$ cat config.mk
export PLATFORM = sky130hd
export DESIGN_NAME = pi1q_to_litedram
export DESIGN_NICKNAME = d
export VERILOG_FILES = /design/src/rtl/pi1_litedram_pkg.sv /design/src/rtl/litedram_port_fsm.sv /design/src/rtl/litedram_rdata_capture.sv /design/src/rtl/pi1_req_buffer.sv /design/src/rtl/pi1q_to_litedram.sv
export SDC_FILE = /design/constraint.sdc
export NUM_CORES = 1
export LEC_CHECK = 0
export BUFFER_PORTS_ARGS = -buffer_cell sky130_fd_sc_hd__buf_2
export CORE_MARGIN = 2
export CORE_UTILIZATION = 47
export DETAILED_ROUTE_END_ITERATION = 10
export PLACE_DENSITY = 0.76
export SETUP_SLACK_MARGIN = 0.4
export SYNTH_ARGS = -nofsm -noshare
export SYNTH_HDL_FRONTEND = slang
export SYNTH_HIERARCHICAL = 1
export SYNTH_SLANG_ARGS = --single-unit
export TNS_END_PERCENT = 1
$ cat constraint.sdc
create_clock -name litedram_clk_i -period 3.4 [get_ports litedram_clk_i]
set_input_delay 0.34 -clock litedram_clk_i [delete_from_list [all_inputs] [get_ports litedram_clk_i]]
set_output_delay 0.34 -clock litedram_clk_i [all_outputs]
set_load 0.02 [all_outputs]
$ cat src/rtl/pi1_litedram_pkg.sv
// widths, vector typedefs and enums shared by the pi1 to LiteDRAM bridge
package pi1_litedram_pkg;

	// fixed bus geometry
	localparam int data_width_c = 32;
	localparam int sel_width_c  = data_width_c / 8;
	localparam int addr_width_c = 30;

	typedef logic [data_width_c-1:0] data_t;
	typedef logic [sel_width_c-1:0]  sel_t;
	typedef logic [addr_width_c-1:0] addr_t;

	// pi1 operation codes as seen on pi1_op_i
	typedef enum logic [1:0] {
		pi1_noop  = 2'd0,
		pi1_write = 2'd1,
		pi1_read  = 2'd2,
		pi1_swap  = 2'd3
	} pi1_op_e;

	// st_swap waits for read data before its write half
	typedef enum logic [1:0] {
		st_idle  = 2'd0,
		st_write = 2'd1,
		st_read  = 2'd2,
		st_swap  = 2'd3
	} port_state_e;

endpackage

$ cat src/rtl/litedram_port_fsm.sv
// state machine driving the LiteDRAM command and write-data channels
// sequences write, read and swap from the buffered pi1 request
module litedram_port_fsm
	import pi1_litedram_pkg::*;
(
	input  logic    litedram_clk_i,
	input  logic    rst_n_i,

	input  logic    req_valid_i,
	input  pi1_op_e req_op_i,
	input  addr_t   req_addr_i,
	input  data_t   req_data_i,
	input  sel_t    req_sel_i,

	input  logic    rdata_held_i,
	input  logic    litedram_rdata_valid_i,

	output logic    read_start_o,
	output logic    op_done_o,

	input  logic    litedram_cmd_ready_i,
	output logic    litedram_cmd_valid_o,
	output logic    litedram_cmd_we_o,
	output addr_t   litedram_cmd_addr_o,

	input  logic    litedram_wdata_ready_i,
	output logic    litedram_wdata_valid_o,
	output sel_t    litedram_wdata_we_o,
	output data_t   litedram_wdata_data_o
);

	port_state_e state;

	// write half of a swap
	addr_t saved_addr;
	sel_t  saved_sel;
	data_t saved_data;

	logic rdata_present;
	logic cmd_fire;
	logic wdata_fire;

	assign rdata_present = litedram_rdata_valid_i || rdata_held_i;
	assign cmd_fire      = litedram_cmd_valid_o && litedram_cmd_ready_i;
	assign wdata_fire    = litedram_wdata_valid_o && litedram_wdata_ready_i;

	// command comes from the request in idle, from the saved address in swap
	always_comb begin
		if (state == st_idle) begin
			litedram_cmd_valid_o = req_valid_i && (req_op_i != pi1_noop);
			litedram_cmd_we_o    = (req_op_i == pi1_write);
			litedram_cmd_addr_o  = req_addr_i;
		end else begin
			litedram_cmd_valid_o = (state == st_swap) && rdata_present;
			litedram_cmd_we_o    = (state == st_swap);
			litedram_cmd_addr_o  = saved_addr;
		end
	end

	assign litedram_wdata_valid_o = (state == st_write);

	// read and swap both start a capture when their read command goes out
	assign read_start_o = (state == st_idle) && cmd_fire &&
		((req_op_i == pi1_read) || (req_op_i == pi1_swap));

	assign op_done_o = ((state == st_write) && wdata_fire) ||
		((state == st_read) && rdata_present);

	always_ff @(posedge litedram_clk_i) begin
		if (!rst_n_i) begin
			state <= st_idle;
		end else begin
			case (state)
				st_idle: begin
					if (cmd_fire) begin
						case (req_op_i)
							pi1_write: state <= st_write;
							pi1_read:  state <= st_read;
							pi1_swap:  state <= st_swap;
							default:   state <= st_idle;
						endcase
					end
				end
				st_write: begin
					if (wdata_fire)
						state <= st_idle;
				end
				st_read: begin
					if (rdata_present)
						state <= st_idle;
				end
				st_swap: begin
					// cmd_fire here implies the old word has arrived
					if (cmd_fire)
						state <= st_write;
				end
				default: state <= st_idle;
			endcase
		end
	end

	// write-data payload and swap save registers
	always_ff @(posedge litedram_clk_i) begin
		if (state == st_idle && cmd_fire) begin
			if (req_op_i == pi1_write) begin
				litedram_wdata_we_o   <= req_sel_i;
				litedram_wdata_data_o <= req_data_i;
			end
			if (req_op_i == pi1_swap) begin
				saved_addr <= req_addr_i;
				saved_sel  <= req_sel_i;
				saved_data <= req_data_i;
			end
		end else if (state == st_swap && cmd_fire) begin
			litedram_wdata_we_o   <= saved_sel;
			litedram_wdata_data_o <= saved_data;
		end
	end

endmodule

$ cat src/rtl/litedram_rdata_capture.sv
// capture of the first LiteDRAM read-data beat after each read command
module litedram_rdata_capture
	import pi1_litedram_pkg::*;
(
	input  logic  litedram_clk_i,
	input  logic  rst_n_i,

	input  logic  read_start_i,

	input  logic  litedram_rdata_valid_i,
	input  data_t litedram_rdata_data_i,
	output logic  litedram_rdata_ready_o,

	output logic  rdata_held_o,
	output data_t rdata_word_o
);

	logic take_beat;

	// read data is always accepted
	assign litedram_rdata_ready_o = 1'b1;

	// only the first beat after a start counts
	assign take_beat = litedram_rdata_valid_i && !rdata_held_o;

	always_ff @(posedge litedram_clk_i) begin
		if (!rst_n_i) begin
			rdata_held_o <= 1'b0;
			rdata_word_o <= '0;
		end else if (read_start_i) begin
			// a new read clears the flag and leaves the old word visible
			rdata_held_o <= 1'b0;
		end else if (take_beat) begin
			rdata_held_o <= 1'b1;
			rdata_word_o <= litedram_rdata_data_i;
		end
	end

endmodule

$ cat src/rtl/pi1_req_buffer.sv
// one-entry request buffer for the pi1 master
// holds the request until the port state machine reports completion
module pi1_req_buffer
	import pi1_litedram_pkg::*;
(
	input  logic    litedram_clk_i,
	input  logic    rst_n_i,

	input  pi1_op_e pi1_op_i,
	input  addr_t   pi1_addr_i,
	input  data_t   pi1_data_i,
	input  sel_t    pi1_sel_i,
	output logic    pi1_rdy_o,

	input  logic    op_done_i,
	output logic    req_valid_o,
	output pi1_op_e req_op_o,
	output addr_t   req_addr_o,
	output data_t   req_data_o,
	output sel_t    req_sel_o
);

	logic full;
	logic accept;

	// master is ready whenever the slot is free
	assign pi1_rdy_o   = !full;
	assign req_valid_o = full;
	assign accept      = !full && (pi1_op_i != pi1_noop);

	always_ff @(posedge litedram_clk_i) begin
		if (!rst_n_i) begin
			full     <= 1'b0;
			req_op_o <= pi1_noop;
		end else if (accept) begin
			full     <= 1'b1;
			req_op_o <= pi1_op_i;
		end else if (op_done_i) begin
			full <= 1'b0;
		end
	end

	// payload only changes on acceptance
	always_ff @(posedge litedram_clk_i) begin
		if (accept) begin
			req_addr_o <= pi1_addr_i;
			req_data_o <= pi1_data_i;
			req_sel_o  <= pi1_sel_i;
		end
	end

endmodule

$ cat src/rtl/pi1q_to_litedram.sv
// pi1 to LiteDRAM native port bridge
// request buffer and read capture feeding the port state machine
module pi1q_to_litedram
	import pi1_litedram_pkg::*;
(
	input  logic    litedram_clk_i,
	input  logic    rst_n_i,

	// pi1 master side
	input  pi1_op_e pi1_op_i,
	input  addr_t   pi1_addr_i,
	input  data_t   pi1_data_i,
	output data_t   pi1_data_o,
	input  sel_t    pi1_sel_i,
	output logic    pi1_rdy_o,

	// LiteDRAM user port
	input  logic    litedram_cmd_ready_i,
	output logic    litedram_cmd_valid_o,
	output logic    litedram_cmd_we_o,
	output addr_t   litedram_cmd_addr_o,
	input  logic    litedram_wdata_ready_i,
	output logic    litedram_wdata_valid_o,
	output sel_t    litedram_wdata_we_o,
	output data_t   litedram_wdata_data_o,
	input  logic    litedram_rdata_valid_i,
	input  data_t   litedram_rdata_data_i,
	output logic    litedram_rdata_ready_o
);

	logic    req_valid;
	pi1_op_e req_op;
	addr_t   req_addr;
	data_t   req_data;
	sel_t    req_sel;
	logic    op_done;
	logic    read_start;
	logic    rdata_held;

	pi1_req_buffer u_req_buffer (
		.litedram_clk_i (litedram_clk_i),
		.rst_n_i        (rst_n_i),
		.pi1_op_i       (pi1_op_i),
		.pi1_addr_i     (pi1_addr_i),
		.pi1_data_i     (pi1_data_i),
		.pi1_sel_i      (pi1_sel_i),
		.pi1_rdy_o      (pi1_rdy_o),
		.op_done_i      (op_done),
		.req_valid_o    (req_valid),
		.req_op_o       (req_op),
		.req_addr_o     (req_addr),
		.req_data_o     (req_data),
		.req_sel_o      (req_sel)
	);

	// held word doubles as the pi1 read data
	litedram_rdata_capture u_rdata_capture (
		.litedram_clk_i         (litedram_clk_i),
		.rst_n_i                (rst_n_i),
		.read_start_i           (read_start),
		.litedram_rdata_valid_i (litedram_rdata_valid_i),
		.litedram_rdata_data_i  (litedram_rdata_data_i),
		.litedram_rdata_ready_o (litedram_rdata_ready_o),
		.rdata_held_o           (rdata_held),
		.rdata_word_o           (pi1_data_o)
	);

	litedram_port_fsm u_port_fsm (
		.litedram_clk_i         (litedram_clk_i),
		.rst_n_i                (rst_n_i),
		.req_valid_i            (req_valid),
		.req_op_i               (req_op),
		.req_addr_i             (req_addr),
		.req_data_i             (req_data),
		.req_sel_i              (req_sel),
		.rdata_held_i           (rdata_held),
		.litedram_rdata_valid_i (litedram_rdata_valid_i),
		.read_start_o           (read_start),
		.op_done_o              (op_done),
		.litedram_cmd_ready_i   (litedram_cmd_ready_i),
		.litedram_cmd_valid_o   (litedram_cmd_valid_o),
		.litedram_cmd_we_o      (litedram_cmd_we_o),
		.litedram_cmd_addr_o    (litedram_cmd_addr_o),
		.litedram_wdata_ready_i (litedram_wdata_ready_i),
		.litedram_wdata_valid_o (litedram_wdata_valid_o),
		.litedram_wdata_we_o    (litedram_wdata_we_o),
		.litedram_wdata_data_o  (litedram_wdata_data_o)
	);

endmodule

Word-level counts from Yosys, hierarchy flattened:

Index checks and enable logic that the tools add are counted.

* flip-flop bits (word level): 206
* input bits: 105
* output and inout port bits: 103
* logic and storage cells: 69

* equality and inequality tests: 11
* mux-type cells: 17
* bitwise logic cells: 2
* reduce and logical (&&, ||, !) cells: 26

Operators with widths (number)
* 32-bit 2-to-1 mux: 3
* 30-bit 2-to-1 mux: 1
* 4-bit 2-to-1 mux: 3
* 1-bit logical AND: 11
* 2-bit equality test (second input constant): 4
* 2-bit 2-to-1 mux: 4
* 2-bit case mux with 4 select lines: 1
* 2-bit nonzero test: 4
* 2-bit by 1-bit inequality test with 1-bit output (second input constant): 3
* 2-bit case mux with 3 select lines: 1
* 2-bit AND reduction: 3
* 2-bit by 1-bit equality test with 1-bit output (second input constant): 2
* 1-bit 2-to-1 mux: 4
* 2-bit inequality test (second input constant): 2
* 4-bit AND reduction: 1
* 1-bit logical OR: 3
* 1-bit logical NOT: 2
* 2-bit logical NOT: 1
* 1-bit inverter: 2
* 2-bit OR reduction: 1

Depth between registers and ports, before layout:

* depth in word-level cells: 8
* mapped depth: 6
* gate-level depth less buffers: 5

By module:

Netlist, hierarchy kept.

Modules (own cells, without submodules)
* litedram_port_fsm: instances 1, cells an instance 200, area an instance 4040.1 um^2, seq. area each 3103.0 um^2
* pi1_req_buffer: instances 1, cells an instance 80, area an instance 2104.5 um^2, seq. area each 2042.0 um^2
* litedram_rdata_capture: instances 1, cells an instance 145, area an instance 1361.3 um^2, seq. area each 660.6 um^2

Least setup slack after synthesis:

Ideal clock, no wire load.

* path kind: input to register
* from: input port pi1_op_i[1]
* to: register u_req_buffer.req_addr_o[0] (enable)
* arrival time: 3162 ps
* required time: 2908 ps
* path slack: -254 ps
* stages: 2
* path buffers: 0
* path through: nor2_1 > nor2_1

* word-level cells in the longest chain between the ends: 2

RTL lines
* start: declaration: line pi1q_to_litedram.sv:10 `input pi1_op_e pi1_op_i,`
* 2-bit nonzero test: line pi1_req_buffer.sv:29 `assign accept = !full && (pi1_op_i != pi1_noop);`
* 1-bit logical AND: line pi1_req_buffer.sv:29
* named net u_req_buffer.accept: line pi1_req_buffer.sv:24 `logic accept;`
* end signal: assignment: line pi1_req_buffer.sv:46 `req_addr_o <= pi1_addr_i;`
* end: declaration: line pi1_req_buffer.sv:18 `output addr_t req_addr_o,`

The timed path passes the listed nets, and every way through them passes these cells.
A chain may end at the register's enable or synchronous reset.

Final worst setup path:

* from: register u_port_fsm.state[1]
* to: output port litedram_cmd_addr_o[11]

* word-level cells in the longest chain between the ends: 2

RTL lines
* start: declaration: line litedram_port_fsm.sv:32 `port_state_e state;`
* start signal: assignment: line litedram_port_fsm.sv:71 `state <= st_idle;`
* start signal: assignment: line litedram_port_fsm.sv:77 `pi1_write: state <= st_write;`
* start signal: assignment: line litedram_port_fsm.sv:78 `pi1_read: state <= st_read;`
* 2-bit logical NOT: line litedram_port_fsm.sv:49 `if (state == st_idle) begin`
* 30-bit 2-to-1 mux: line litedram_port_fsm.sv:49
* end: declaration: line pi1q_to_litedram.sv:21 `output addr_t litedram_cmd_addr_o,`

Every way passes these cells.

==> results.sh <==
export IMPL_status="finished clean"
export IMPL_grt_pass1_wl_um=21900
export IMPL_critical_path_top_delay_family="buffers and inverters"
export IMPL_drive_gt1_share_pct=47.3
export IMPL_tightestPinTransition_ns=1.10
export IMPL_power_density_nw_per_um2=610
export IMPL_area_growth_syn_to_layout_pct=26.7
export IMPL_cp_required_ns=3.06
export IMPL_synth_simple_gate_area_share_pct=5.28
export IMPL_synth_adder_area_share_pct=0
export IMPL_dr_pass1_iters=5
export IMPL_period_share_pct=67.2
export IMPL_synth_flop_cell="edfxtp_1"
export IMPL_drc=0
export IMPL_synth_common_cells="168 x edfxtp_1, 70 x nand2_1, 64 x mux2_2"
export IMPL_ir_drop_mv=0.408
export IMPL_syn_area_per_cell_um2=17.7
export IMPL_drt_iter0_drc=227
export IMPL_ys_seq_area_share_pct=77.3
export IMPL_grt_pass1_vias=4352
export IMPL_synth_top_cell_area_share_pct=67.2
export IMPL_wl_per_cell_um=16.3
export IMPL_path_class="reg2out"
export IMPL_initial_core_util_pct=47.6
export IMPL_synth_edf_count=168
export IMPL_clock_power_share_pct=43.2
export IMPL_relSlewSlack_pct=26.8
export IMPL_rows=46
export IMPL_htreeDepth=1
export IMPL_cp_slowest_cell="mux2_2"
export IMPL_ys_warn_count=6
export IMPL_core_area_um2=15800
export IMPL_grt_max_degree=73
export IMPL_gp_congestion=0.833
export IMPL_synth_compound_area_share_pct=0.950
export IMPL_start_kind="flop"
export IMPL_wl_um=14300
export IMPL_cts_made_buffers=22
export IMPL_synth_most_common_cell="edfxtp_1"
export IMPL_drv_cap=0
export IMPL_synthTopCellsByArea="edfxtp_1 67%, dfxtp_1 10%, mux2_2 9.6%, mux2i_1 4.3%, nand2_1 3.5%"
export IMPL_p_seq_share_pct=49.7
export IMPL_report_final_hold_viol_count=0
export IMPL_groute_usage_overall_pct=16.6
export IMPL_synth_area_um2=7510
export IMPL_clk_pin_slew_worst_paths_ns=0.06
export IMPL_critical_path_cell_chain="nor2_2, buf_4, mux2_2, buf_2"
export IMPL_internal_power_w=0.00461
export IMPL_synth_xor_area_share_pct=0
export IMPL_cts_sinks=206
export IMPL_synth_fp_nets=530
export IMPL_cts_resized=0
export IMPL_dpl_hpwl_um=9390
export IMPL_min_period_ns=2.28
export IMPL_io_buffers=206
export IMPL_grt_overflow=0
export IMPL_nets=750
export IMPL_arrival_ns=1.94
export IMPL_synth_seq_cells=206
export IMPL_die_y_um=130
export IMPL_async_flop_share_pct=0
export IMPL_dpl_cell_area_um2=8710
export IMPL_ios=208
export IMPL_fin_tns_setup_ns=0
export IMPL_vias=4253
export IMPL_via_per_inst=4.84
export IMPL_synth_top_cell_by_area="edfxtp_1"
export IMPL_slowest_delay_ns=0.40
export IMPL_final_area_um2=9510
export IMPL_cts_root_buf="clkbuf_16"
export IMPL_grt_antenna_before_repair=3
export IMPL_fp_dieArea_um2=17000
export IMPL_synthCells=425
export IMPL_final_antenna_net_count=0
export IMPL_crit_buf_inv=2
export IMPL_final_util_pct=60.3
export IMPL_clk_path_buf_depth=3
export IMPL_fp_dieW_um=130
export IMPL_setup_viol=0
export IMPL_synthMuxAreaShare_pct=14.2
export IMPL_max_freq_mhz=438
export IMPL_fin_worst_skew_ns=0.0165
export IMPL_synth_top_family_by_area="multiplexers"
export IMPL_endpoint_kind="output pin"
export IMPL_crit_fanout=30
export IMPL_grt_setup_unrepaired="no"
export IMPL_power_leakage_nw=3.74
export IMPL_clk_latency_ns=0.49
export IMPL_combPwrFrac_pct=7.1
export IMPL_swShare_pct=20.5
export IMPL_ys_types=30
export IMPL_slew_viol_final=0
export IMPL_power_switching_w=0.00119
export IMPL_cts_tree="done"
export IMPL_min_path_type="in2reg"
-- state kept, by name, summed over array words and instances (netlist names) --
register                          flops
u_port_fsm/litedram_wdata_data_o     32
u_req_buffer/req_op_o                 2
u_rdata_capture/rdata_word_o         32
u_port_fsm/saved_sel                  4
u_rdata_capture/rdata_held_o          1
u_req_buffer/req_data_o              32
u_req_buffer/req_sel_o                4
u_port_fsm/saved_data                32
u_port_fsm/litedram_wdata_we_o        4
u_req_buffer/req_addr_o              30
u_req_buffer/req_valid_o              1
u_port_fsm/state                      2
u_port_fsm/saved_addr                30
-- layer usage --
layer | track usage [%] | share of wire (%) | vias to the layer above
met5 | 0 | 0.091 | -
met4 | 6.26 | 3.0 | 2
met3 | 4.60 | 6.8 | 35
met2 | 28.4 | 50 | 158
met1 | 20.3 | 40 | 2046
li1 | - | - | 2012
-- stage by stage --
step / hold WS (ns) / std cells / setup slack (ns) / power, W
after floorplan: 0.420 / 425 / 0.533 / 0.00319
after global placement: 0.424 / 834 / 1.29 / 0.00333
after detailed placement: 0.431 / 834 / 1.13 / 0.00335
after CTS: 0.000129 / 874 / 1.09 / 0.00587
after global routing: 0.000557 / 878 / 0.959 / 0.00602
final: 0.0176 / 878 / 1.12 / 0.00580
-- final cells by class --
type	count	area, µm²
Timing Repair Buffer	214	1100
Multi-Input combinational cell	199	1560
Fill cell	1219	6260
Clock inverter	13	183
Antenna cell	2	5.00
Tap cell	216	270
Inverter	2	7.51
Sequential cell	206	5810
Clock buffer	26	587
-- cells in the final DEF (no fill, tap or decap), types with 3 or more instances in the layout --
cell type      instances
nor2_1                 5
clkbuf_16             23
clkbuf_1               3
buf_2                206
dfxtp_1               38
buf_4                  5
mux2i_1               32
dlygate4sd3_1          3
edfxtp_1             168
clkinv_1               6
nor2b_1                4
bufinv_16              5
mux2_2                64
nand2_1               70
-- final timing paths --
check                                              from                                    end  slack [ns]  depth (start not counted)
setup / recovery       u_port_fsm/state[1]$_SDFFE_PN0P_                litedram_cmd_addr_o[11]        1.12                          4
hold / removal                           pi1_data_i[12]  u_req_buffer/req_data_o[12]$_DFFE_PP_        0.02                          1
setup reg to reg       u_port_fsm/state[1]$_SDFFE_PN0P_    u_port_fsm/saved_data[22]$_DFFE_PP_        1.16                          3
hold reg to reg   u_req_buffer/req_addr_o[10]$_DFFE_PP_    u_port_fsm/saved_addr[10]$_DFFE_PP_        0.44                          0
-- timing repair --
item,4_1_cts,5_1_grt
hold buffers,1,2
setup buffers,0,0
endpoints found under the hold margin,1,2
-- power groups by stage --
| stage | clock network, W | logic (W) | registers, W |
|---|---|---|---|
| 3_3_place_gp | 0 | 0.000398 | 0.00293 |
| 2_1_floorplan | 0 | 0.000231 | 0.00296 |
| 3_5_place_dp | 0 | 0.000412 | 0.00294 |
| 4_1_cts | 0.00257 | 0.000415 | 0.00289 |
| 6_report | 0.00250 | 0.000412 | 0.00289 |
| 5_1_grt | 0.00268 | 0.000446 | 0.00290 |
-- kinds of logic (layout without fill, tap and decap cells) --
group,after synthesis,count (layout)
DFF,206,206
muxes,98,98
and+or+nand+nor,91,91
buffers and inverters,20,255
AOI/OAI and AO/OA,9,9
other,1,3
-- worst reg2reg max path, stage by stage (launching register included) --
cell and delay (ns):
dfxtp_1 0.38, or2_4 0.31, nor2_1 0.35, and2_4 0.81
No activity file was read; power rests on OpenSTA's default activity.
